[src/common/if_pkg.sv]
package if_pkg;

  // ------------------------------
  // widths that carry a meaning
  // ------------------------------

  // byte address of an instruction word
  typedef logic [31:0] addr_t;

  // raw 32-bit instruction, no compressed forms
  typedef logic [31:0] instr_t;

  // upper address bits of the machine trap vector
  typedef logic [23:0] trap_base_t;

  // interrupt line number used by vectored mode
  typedef logic [4:0] exc_vec_t;

  // boot address without bit 0
  typedef logic [30:0] boot_addr_t;

  // ------------------------------
  // redirect encodings
  // ------------------------------

  // source of the next fetch address
  typedef enum logic [2:0] {
    PC_BOOT      = 3'b000,
    PC_FENCEI    = 3'b001,
    PC_JUMP      = 3'b010,
    PC_BRANCH    = 3'b011,
    PC_EXCEPTION = 3'b100,
    PC_MRET      = 3'b101,
    PC_DRET      = 3'b111
  } pc_mux_e;

  // kind of exception target when PC_EXCEPTION is chosen
  typedef enum logic [1:0] {
    EXC_PC_EXCEPTION = 2'b00,
    EXC_PC_IRQ       = 2'b01,
    EXC_PC_DBD       = 2'b10
  } exc_pc_mux_e;

  // which target the redirect takes
  typedef struct packed {
    pc_mux_e     pc_mux;
    exc_pc_mux_e exc_pc_mux;
    exc_vec_t    exc_vec;
  } redirect_t;

  // candidate addresses offered by the rest of the core
  typedef struct packed {
    boot_addr_t boot_addr;
    trap_base_t trap_base;
    addr_t      jump_target_id;
    addr_t      jump_target_ex;
    addr_t      mepc;
    addr_t      depc;
  } pc_sources_t;

  // IF/ID register as seen by decode
  typedef struct packed {
    logic   valid;
    instr_t instr;
    addr_t  pc;
  } if_id_t;

  // fetch controller states
  typedef enum logic [2:0] {
    FS_IDLE,
    FS_REQ,
    FS_WAIT,
    FS_FLUSH,
    FS_FULL
  } fetch_state_e;

endpackage

[src/fetch/fetch_pc_counter.sv]
`timescale 1ns/1ps

module fetch_pc_counter #(
  parameter if_pkg::addr_t DM_HALT_ADDR = 32'h1A11_0800
) (
  input  logic                clk,
  input  logic                rst_n,

  // strobes from the controller
  input  logic                load_i,
  input  logic                advance_i,

  // target choice and candidates
  input  if_pkg::redirect_t   redirect_i,
  input  if_pkg::pc_sources_t sources_i,

  // PC of the instruction in decode, for fence.i
  input  if_pkg::addr_t       pc_id_i,

  output if_pkg::addr_t       pc_o
);

  if_pkg::addr_t exc_pc;
  if_pkg::addr_t target;
  if_pkg::addr_t pc_q;

  // ------------------------------
  // exception target
  // ------------------------------
  always_comb begin
    exc_pc = '0;
    case (redirect_i.exc_pc_mux)
      // all synchronous traps share the base
      if_pkg::EXC_PC_EXCEPTION: exc_pc = {sources_i.trap_base, 8'h00};
      // vectored irq, 4 bytes per line
      if_pkg::EXC_PC_IRQ: begin
        exc_pc = {sources_i.trap_base, 1'b0, redirect_i.exc_vec, 2'b00};
      end
      // debug halt goes into the debug module ROM
      if_pkg::EXC_PC_DBD:       exc_pc = DM_HALT_ADDR;
      default:                  exc_pc = '0;
    endcase
  end

  // ------------------------------
  // redirect target
  // ------------------------------
  always_comb begin
    target = '0;
    case (redirect_i.pc_mux)
      if_pkg::PC_BOOT:      target = {sources_i.boot_addr, 1'b0};
      if_pkg::PC_JUMP:      target = sources_i.jump_target_id;
      if_pkg::PC_BRANCH:    target = sources_i.jump_target_ex;
      if_pkg::PC_EXCEPTION: target = exc_pc;
      // return from trap or from debug
      if_pkg::PC_MRET:      target = sources_i.mepc;
      if_pkg::PC_DRET:      target = sources_i.depc;
      // refetch everything after the fence.i
      if_pkg::PC_FENCEI:    target = pc_id_i + 32'd4;
      default:              target = '0;
    endcase
  end

  // ------------------------------
  // PC register
  // ------------------------------
  always_ff @(posedge clk or negedge rst_n) begin
    if (!rst_n) begin
      pc_q <= '0;
    end else if (load_i) begin
      // halfword alignment forced on every redirect
      pc_q <= {target[31:1], 1'b0};
    end else if (advance_i) begin
      // next sequential word
      pc_q <= pc_q + 32'd4;
    end
  end

  assign pc_o = pc_q;

endmodule

[src/fetch/fetch_ctrl_fsm.sv]
`timescale 1ns/1ps

module fetch_ctrl_fsm (
  input  logic clk,
  input  logic rst_n,

  // start and redirect
  input  logic req_i,
  input  logic pc_set_i,

  // memory handshake
  input  logic instr_gnt_i,
  input  logic instr_rvalid_i,

  // back-pressure from decode
  input  logic halt_if_i,
  input  logic id_slot_free_i,

  // memory request
  output logic instr_req_o,

  // single-cycle strobes to the counter and the pipe
  output logic load_pc_o,
  output logic advance_pc_o,
  output logic capture_o,
  output logic transfer_o,

  output logic if_busy_o
);

  if_pkg::fetch_state_e state_q;
  if_pkg::fetch_state_e state_d;

  // a response is still due from memory after this edge
  logic rsp_owed;

  // ------------------------------
  // state register
  // ------------------------------
  always_ff @(posedge clk or negedge rst_n) begin
    if (!rst_n) begin
      state_q <= if_pkg::FS_IDLE;
    end else begin
      state_q <= state_d;
    end
  end

  // granted right now, or waiting and rvalid not here yet
  assign rsp_owed = ((state_q == if_pkg::FS_REQ) && instr_gnt_i) ||
                    (((state_q == if_pkg::FS_WAIT) || (state_q == if_pkg::FS_FLUSH)) &&
                     !instr_rvalid_i);

  // ------------------------------
  // next state and strobes
  // ------------------------------
  always_comb begin
    state_d      = state_q;
    load_pc_o    = 1'b0;
    advance_pc_o = 1'b0;
    capture_o    = 1'b0;
    transfer_o   = 1'b0;

    case (state_q)
      // nothing fetched yet, wait for the core to start us
      if_pkg::FS_IDLE: begin
        if (req_i) begin
          load_pc_o = 1'b1;
          state_d   = if_pkg::FS_REQ;
        end
      end

      // request is held until the memory grants it
      if_pkg::FS_REQ: begin
        if (instr_gnt_i) begin
          state_d = if_pkg::FS_WAIT;
        end
      end

      // word arrives, park it in the fetch slot and step the PC
      if_pkg::FS_WAIT: begin
        if (instr_rvalid_i) begin
          capture_o    = 1'b1;
          advance_pc_o = 1'b1;
          state_d      = if_pkg::FS_FULL;
        end
      end

      // stale response after a redirect, swallow it
      if_pkg::FS_FLUSH: begin
        if (instr_rvalid_i) begin
          state_d = if_pkg::FS_REQ;
        end
      end

      // fetch slot occupied, no new request until it moves on
      if_pkg::FS_FULL: begin
        if (id_slot_free_i && !halt_if_i) begin
          transfer_o = 1'b1;
          state_d    = if_pkg::FS_REQ;
        end
      end

      default: begin
        state_d = if_pkg::FS_IDLE;
      end
    endcase

    // redirect wins over everything in any state
    if (pc_set_i) begin
      load_pc_o    = 1'b1;
      advance_pc_o = 1'b0;
      capture_o    = 1'b0;
      // old word must not reach IF/ID
      transfer_o   = 1'b0;
      state_d      = rsp_owed ? if_pkg::FS_FLUSH : if_pkg::FS_REQ;
    end
  end

  // ------------------------------
  // outputs
  // ------------------------------
  assign instr_req_o = (state_q == if_pkg::FS_REQ);

  // busy while the memory port is in use
  assign if_busy_o = (state_q == if_pkg::FS_REQ)  ||
                     (state_q == if_pkg::FS_WAIT) ||
                     (state_q == if_pkg::FS_FLUSH);

endmodule

[src/design/if_id_pipe.sv]
`timescale 1ns/1ps

module if_id_pipe (
  input  logic           clk,
  input  logic           rst_n,

  // strobes from the controller
  input  logic           capture_i,
  input  logic           transfer_i,

  // redirect, drops what decode has not taken
  input  logic           flush_i,

  // response word and the PC it was fetched from
  input  if_pkg::instr_t instr_rdata_i,
  input  if_pkg::addr_t  pc_if_i,

  // decode side
  input  logic           id_ready_i,
  output logic           id_slot_free_o,
  output if_pkg::if_id_t if_id_o
);

  // fetch slot, occupancy is tracked by the controller state
  if_pkg::instr_t slot_instr_q;
  if_pkg::addr_t  slot_pc_q;

  // IF/ID register
  logic           id_valid_q;
  if_pkg::instr_t id_instr_q;
  if_pkg::addr_t  id_pc_q;

  // ------------------------------
  // fetch slot
  // ------------------------------
  always_ff @(posedge clk) begin
    if (capture_i) begin
      slot_instr_q <= instr_rdata_i;
      slot_pc_q    <= pc_if_i;
    end
  end

  // ------------------------------
  // IF/ID register
  // ------------------------------
  always_ff @(posedge clk or negedge rst_n) begin
    if (!rst_n) begin
      id_valid_q <= 1'b0;
    end else if (transfer_i) begin
      id_valid_q <= 1'b1;
    end else if (flush_i) begin
      id_valid_q <= 1'b0;
    end else if (id_valid_q && id_ready_i) begin
      // decode took it and nothing new came in
      id_valid_q <= 1'b0;
    end
  end

  // payload follows the transfer only
  always_ff @(posedge clk) begin
    if (transfer_i) begin
      id_instr_q <= slot_instr_q;
      id_pc_q    <= slot_pc_q;
    end
  end

  // empty, or emptied by decode at this edge
  assign id_slot_free_o = !id_valid_q || id_ready_i;

  assign if_id_o.valid = id_valid_q;
  assign if_id_o.instr = id_instr_q;
  assign if_id_o.pc    = id_pc_q;

endmodule

[src/design/if_stage_top.sv]
`timescale 1ns/1ps

module if_stage_top #(
  parameter if_pkg::addr_t DM_HALT_ADDR = 32'h1A11_0800
) (
  input  logic                clk,
  input  logic                rst_n,

  // fetch start and redirect requests
  input  logic                req_i,
  input  logic                pc_set_i,
  input  if_pkg::redirect_t   redirect_i,
  input  if_pkg::pc_sources_t sources_i,

  // instruction memory port
  output logic                instr_req_o,
  output if_pkg::addr_t       instr_addr_o,
  input  logic                instr_gnt_i,
  input  logic                instr_rvalid_i,
  input  if_pkg::instr_t      instr_rdata_i,

  // decode side
  input  logic                id_ready_i,
  input  logic                halt_if_i,
  output if_pkg::if_id_t      if_id_o,
  output if_pkg::addr_t       pc_if_o,
  output logic                if_busy_o
);

  // ------------------------------
  // strobes between the blocks
  // ------------------------------
  logic          load_pc;
  logic          advance_pc;
  logic          capture;
  logic          transfer;
  logic          id_slot_free;
  if_pkg::addr_t pc_if;

  // controller owns the memory handshake
  fetch_ctrl_fsm i_fetch_ctrl_fsm (
    .clk            (clk),
    .rst_n          (rst_n),
    .req_i          (req_i),
    .pc_set_i       (pc_set_i),
    .instr_gnt_i    (instr_gnt_i),
    .instr_rvalid_i (instr_rvalid_i),
    .halt_if_i      (halt_if_i),
    .id_slot_free_i (id_slot_free),
    .instr_req_o    (instr_req_o),
    .load_pc_o      (load_pc),
    .advance_pc_o   (advance_pc),
    .capture_o      (capture),
    .transfer_o     (transfer),
    .if_busy_o      (if_busy_o)
  );

  // fence.i restarts after the instruction sitting in decode
  fetch_pc_counter #(
    .DM_HALT_ADDR (DM_HALT_ADDR)
  ) i_fetch_pc_counter (
    .clk        (clk),
    .rst_n      (rst_n),
    .load_i     (load_pc),
    .advance_i  (advance_pc),
    .redirect_i (redirect_i),
    .sources_i  (sources_i),
    .pc_id_i    (if_id_o.pc),
    .pc_o       (pc_if)
  );

  // a redirect also empties the IF/ID slot
  if_id_pipe i_if_id_pipe (
    .clk            (clk),
    .rst_n          (rst_n),
    .capture_i      (capture),
    .transfer_i     (transfer),
    .flush_i        (pc_set_i),
    .instr_rdata_i  (instr_rdata_i),
    .pc_if_i        (pc_if),
    .id_ready_i     (id_ready_i),
    .id_slot_free_o (id_slot_free),
    .if_id_o        (if_id_o)
  );

  // the same PC addresses memory and is reported to the core
  assign instr_addr_o = pc_if;
  assign pc_if_o      = pc_if;

endmodule

[config.mk]
export PLATFORM = sky130hd
export DESIGN_NAME = if_stage_top
export DESIGN_NICKNAME = d
export VERILOG_FILES = /design/src/common/if_pkg.sv /design/src/fetch/fetch_pc_counter.sv /design/src/fetch/fetch_ctrl_fsm.sv /design/src/design/if_id_pipe.sv /design/src/design/if_stage_top.sv
export SDC_FILE = /design/constraint.sdc
export NUM_CORES = 1
export LEC_CHECK = 0
export ABC_CLOCK_PERIOD_IN_PS = 9300
export BUFFER_PORTS_ARGS = -buffer_cell sky130_fd_sc_hd__buf_2
export CAP_MARGIN = 20
export CELL_PAD_IN_SITES_DETAIL_PLACEMENT = 1
export CELL_PAD_IN_SITES_GLOBAL_PLACEMENT = 2
export CORE_UTILIZATION = 31
export CTS_CLUSTER_DIAMETER = 100
export DETAILED_ROUTE_END_ITERATION = 10
export GPL_ROUTABILITY_DRIVEN = 0
export PLACE_DENSITY = 0.87
export SLEW_MARGIN = 5
export SYNTH_ARGS = -nofsm -noshare
export SYNTH_HDL_FRONTEND = slang
export SYNTH_SLANG_ARGS = --single-unit
[constraint.sdc]
create_clock -name clk -period 9.3 [get_ports clk]
set_input_delay 1.86 -clock clk [delete_from_list [all_inputs] [get_ports clk]]
set_output_delay 1.86 -clock clk [all_outputs]
set_load 0.01 [all_outputs]
# After elaboration in Yosys (flattened, before gate mapping)
# Cells that the tools add are included.
# Widths: inputs -> output; s select.
[totals]
reg_bits = 164
in_bits = 233
wordCells = 68
[op_classes]
n_addsub = 2
eq_ne = 17
muxes = 24
n_reduce_logical = 18
[op_table]
columns = ["cell", "count"]
rows = [
  ["$pmux 32 s7", 1],
  ["$pmux 32 s3", 1],
  ["$add 32x3->32 const B", 2],
  ["$mux 32", 2],
  ["$mux 3", 6],
  ["$pmux 3 s5", 1],
  ["$eq 3x2->1 const B", 4],
  ["$eq 3x3->1 const B", 4],
  ["$mux 1", 12],
  ["$ne 3x3->1 const B", 3],
  ["$eq 3x1->1 const B", 2],
  ["$logic_not 3->1", 2],
  ["$ne 3x2->1 const B", 2],
  ["$logic_or 1x1->1", 5],
  ["$reduce_and 5->1", 1],
  ["$logic_and 1x1->1", 4],
  ["$logic_not 1->1", 3],
  ["$reduce_bool 3->1", 1],
  ["$eq 2x1->1 const B", 1],
  ["$eq 2x2->1 const B", 1],
  ["$logic_not 2->1", 1],
  ["$mux 2", 1],
  ["$reduce_bool 2->1", 1],
]

# Longest topological paths before layout
[logic_depth]
depth_word = 7
depth_mapped = 9
depth_no_buf = 7

# Cells and area by module
# From an unflattened synthesis, not the netlist that was laid out.
[unflattened]
hier_cells = 723
hier_area_um2 = 8506.9
[modules_own_cells]
columns = ["mod", "instances", "cells_each", "area_each_um2", "seq_area_each_um2"]
rows = [
  ["fetch_pc_counter", 1, 536, 4152.7, 775.7],
  ["if_id_pipe", 1, 132, 3901.2, 3868.7],
  ["if_stage_top", 1, 32, 240.2, 0.0],
  ["fetch_ctrl_fsm", 1, 23, 212.7, 75.1],
]

# Least setup slack after synthesis
# No wires, ideal clock.
[synth_path]
kind = "input port to flip-flop"
from = "input pc_set_i"
to = "register i_if_id_pipe.id_instr_q[0] (enable)"
setup_ns = 0.581
t_arrival_ns = 6.784
slack_ns = 1.934
cell_stages = 3
path_cell_list = "inv_1 -> nand3_1 -> a211oi_1"
[synth_between]
elab_chain_len = 1
[synth_rtl]
columns = ["item", "line_no", "rtl"]
rows = [
  ["start: declaration", "if_stage_top.sv:11", "input logic pc_set_i,"],
  ["$mux 1", "fetch_ctrl_fsm.sv:109", "if (pc_set_i) begin"],
  ["net i_fetch_ctrl_fsm.transfer_o", "fetch_ctrl_fsm.sv:26", "output logic transfer_o,"],
  ["end signal: assignment", "if_id_pipe.sv:62", "id_instr_q <= slot_instr_q;"],
  ["end: declaration", "if_id_pipe.sv:30", "if_pkg::instr_t id_instr_q;"],
]
# The timed path passes the listed nets, and every way through them passes these cells.
# A chain may end at the register's enable or synchronous reset.

# Worst setup path after layout
[layout_path]
from = "input redirect_i[9] (netlist bit)"
to = "register i_fetch_pc_counter.pc_q[20] (netlist: i_fetch_pc_counter.pc_o[20])"
[layout_between]
elab_chain_len = 3
elab_cells_between_ends = 9
classes_between = "eq/ne (6); mux (2); reduce/logical (1)"
[layout_rtl]
columns = ["item", "line_no", "rtl"]
rows = [
  ["start: declaration", "if_stage_top.sv:12", "input if_pkg::redirect_t redirect_i,"],
  ["$eq 3x1->1, or another cell as far along", "fetch_pc_counter.sv:50", "case (redirect_i.pc_mux)"],
  ["$pmux 32 s7 (*)", "fetch_pc_counter.sv:50", ""],
  ["$mux 32 (*)", "fetch_pc_counter.sv:70", "end else if (load_i) begin"],
  ["end signal: assignment", "fetch_pc_counter.sv:72", "pc_q <= {target[31:1], 1'b0};"],
  ["end signal: assignment", "fetch_pc_counter.sv:75", "pc_q <= pc_q + 32'd4;"],
  ["end: declaration", "fetch_pc_counter.sv:25", "if_pkg::addr_t pc_q;"],
]
# Every way passes the cells marked *; elsewhere a longest branch is shown, timed or not.

==> key figures <==
Floorplan
  – Starting Density: 31.45%
  – Die Span X: 164.4 microns
  – Site Rows: 59
  – Die H: 164.4 microns
  – Core Area: 0.02598 sq mm
  – Number of top-level pins: 364
  – Die ar.: 0.02702 sq mm

Yosys
  – Most common cell in the netlist: edfxtp_1
  – Post-synthesis cell area: 0.008173 sq mm
  – Post-synth cell types: 70
  – Flops & latches, synth: 161
  – Ys Warns: 0
  – Asr flop ratio synth: 21.74%
  – Cell taking the most area after synthesis: edfxtp_1
  – Synth Area per Inst: 11.91 sq um
  – Main area contributors after synthesis: edfxtp_1, dfrtp_1, a221oi_1
  – Top cell type's share of synthesized area: 46.30%
  – Top_reg_cell synth: edfxtp_1
  – Post-synth top cells: edfxtp_1, nand2_1, a221oi_1
  – Register area share after synthesis: 57.01%
  – EDFF count, synth: 126
  – Cells after synthesis: 686

Setup path
  – Crit-path most repeated cell: a21oi_1
  – Critical path required time: 9670 ps
  – Critical Path AT: 4560 ps
  – WP buf/inv: 1
  – CP startpoint kind: input port
  – Setup crit end kind: flop
  – Crit Path Class: in -> reg
  – Crit-path cells: buf_2, and2_1, a221oi_1, o22ai_1, a21oi_1, a21oi_1, o22a_1
  – Critical-path top delay cell: and2_1
  – Delay-heaviest family, CP: compound AO/OA/AOI/OAI gates
  – Crit-path max cell delay: 950 ps
  – CP max FO: 31

Place
  – Hpwl dp: 23,320 microns
  – Area after DPL: 0.01005 sq mm
  – PortBufs: 356

STA
  – Crit path time final: 4190 ps
  – Fmax: 238.7 MHz
  – Slew HR: 28.29%
  – Final Hold Viols: 0
  – Setup TNS: 0 ps
  – Slew @ Worst Pin: 1076 ps
  – Slew Limit Fails: 0
  – Hold slack: 415.3 ps
  – Finish-stage setup viols: 0
  – Fin crit share: 45.06%
  – Layout Skew: 13.03 ps
  – RSZ-0062 raised after global routing: no

Cells and area
  – Final nets: 1,235
  – Synth-to-layout area growth: 29.96%
  – Final Cell Area: 0.01062 sq mm
  – # diodes: 0
  – Fillers: 2,929
  – Fraction of layout cells with a size suffix above 1: 42.35%
  – Register area: 0.004659 sq mm
  – Multi-input logic area: 0.003097 sq mm

Global route
  – Vias in the first global route: 6,898
  – Largest net degree at the start of global routing: 81
  – Grt ovf: 0
  – Initial antenna violation count: 2
  – Total track usage: 22.51%
  – First-pass GRT wire length: 44,020 microns

CTS
  – CTS buffer count: 17
  – CTS tree: built
  – Root Driver: clkbuf_16
  – CTS max path bufs: 2
  – Clk_lat worst skew: 440 ps
  – Post-cts hold buffer count: 0
  – CTS resizes: 0
  – CTS clk-pin slew, worst paths: 70 ps
  – Clock sink total: 161
  – H-Tree Depth: 4
  – # Post-CTS Setup Buffers: 0

Drt
  – Final WL: 31,130 microns
  – DR vias/cell: 5.330
  – Antenna Nets Post-Route: 0
  – Drt drc: 0
  – Vias post-DR: 7,185
  – Drt pass-1 iters: 5
  – Avg WL per Cell: 23.10 microns
  – Iteration-0 DRC Markers: 468

Power and ir drop
  – Net switching power: 0.0006008 W
  – Clock Power Share: 35.0%
  – Comb power frac: 18.5%
  – Sequential share of power: 46.5%
  – Max IR drop VDD: 0.0001140 V
  – PD cells: 185.5 mW/mm^2
  – Sw Share: 30.50%
  – Leak: 4.278 nW
  – Int Power: 0.001369 W

Min path
  – Worst hold path type: reg -> reg

Status
  – Status: complete, no violations

Run
  – Max-Cap Viols: 0
==> worst reg2reg max path: stages (launching register included) <==
cell      delay (ps)
dfrtp_1          480
nand2b_4         190
or4b_4           600
inv_6            580
and4_4           440
nand4_1          120
xor2_1           170
o22ai_1          160
==> per-layer routing <==
layer  vias to the layer above  share of wire, %  global-route usage [%]
met5                         -             0.074                       0
met4                         4               1.5                   6.339
met3                        34               5.9                   4.269
met2                       265                50                   37.27
met1                      3593                43                   29.96
li1                       3289                 -                       -
==> stage by stage <==
step,power (W),util (%),std cells,setup slack [ps]
floorplan,0.001128,-,688,1934
CTS,0.001993,40.88,1348,5141
detailed placement,0.001297,38.68,1316,4697
finish,0.001970,40.88,1348,5110
global placement,0.001285,38.68,1316,4778
global route,0.002055,40.88,1348,4983
==> cell families after synthesis <==
kind of cell,after synthesis,share of synthesized area (%)
AND/OR/NAND/NOR,186,11.83
AO/OA/AOI/OAI,174,15.28
flip-flops,161,57.01
buffers and inverters,79,5.588
XOR/XNOR,42,4.501
multiplexers,41,5.435
adder cells (fa/ha/maj),2,0.3061
other,1,0.04588
==> cells in the final DEF, fill, tap and decap left out, types with 3 or more instances in the layout <==
cell        count
nor3_1          5
edfxtp_1      126
inv_6           6
buf_4           8
o21ai_0        32
a22oi_1         5
nand3_1        28
nor4_1          6
o22ai_1        16
a22o_1          3
a221oi_1       45
dfrtp_1        35
and4_1          5
xor2_1         20
inv_1           5
nand2_1        47
clkinvlp_4      3
a21oi_1        26
xnor2_1        22
mux2_2         17
o221ai_1        6
and3_1         12
a211oi_1        4
and2_1          7
a222oi_1        5
mux2i_1        23
a31oi_1         5
clkbuf_16      17
nand4_1        19
conb_1          3
nor2_1         39
buf_2         356
==> sequential cells by signal, summed over array words and instances, names as in the netlist <==
register / cells
i_if_id_pipe.id_valid_q: 1
i_if_id_pipe.slot_instr_q: 32
i_if_id_pipe.id_instr_q: 32
i_fetch_pc_counter.pc_o: 31
i_if_id_pipe.slot_pc_q: 31
i_fetch_ctrl_fsm.state_q: 3
i_if_id_pipe.id_pc_q: 31
==> power by group through the flow <==
stage | combinational, W | clock [W] | sequential, W
floorplan | 0.000220 | 0 | 0.000908
global placement | 0.000357 | 0 | 0.000928
detailed placement | 0.000365 | 0 | 0.000931
CTS | 0.000368 | 0.000709 | 0.000917
global route | 0.000395 | 0.000735 | 0.000925
finish | 0.000364 | 0.000690 | 0.000916
==> final timing paths <==
check | from | endpoint | slack [ps] | cells after the start
min in group asynchronous | rst_n | i_fetch_pc_counter.pc_o[2] | 1560 | 1
max in group asynchronous | rst_n | i_fetch_pc_counter.pc_o[30] | 7120 | 1
worst min-delay path | i_if_id_pipe.slot_pc_q[9] | i_if_id_pipe.id_pc_q[9] | 420 | 0
worst max-delay path | redirect_i[9] | i_fetch_pc_counter.pc_o[20] | 5110 | 7
worst max register to register | i_fetch_ctrl_fsm.state_q[2] | i_fetch_pc_counter.pc_o[21] | 6470 | 7
worst min register to register | i_if_id_pipe.slot_pc_q[9] | i_if_id_pipe.id_pc_q[9] | 420 | 0
==> final cells by class <==
cell class              instances  area share, %
flip-flops and latches        161          43.87
multi-input cells             448          29.16
repair buffers                364          17.34
clock buffers                  19          4.170
well taps                     335          3.946
clock inverters                13          1.190
inverters                       8         0.3298
Note: power is estimated with default switching activity, not from simulation.
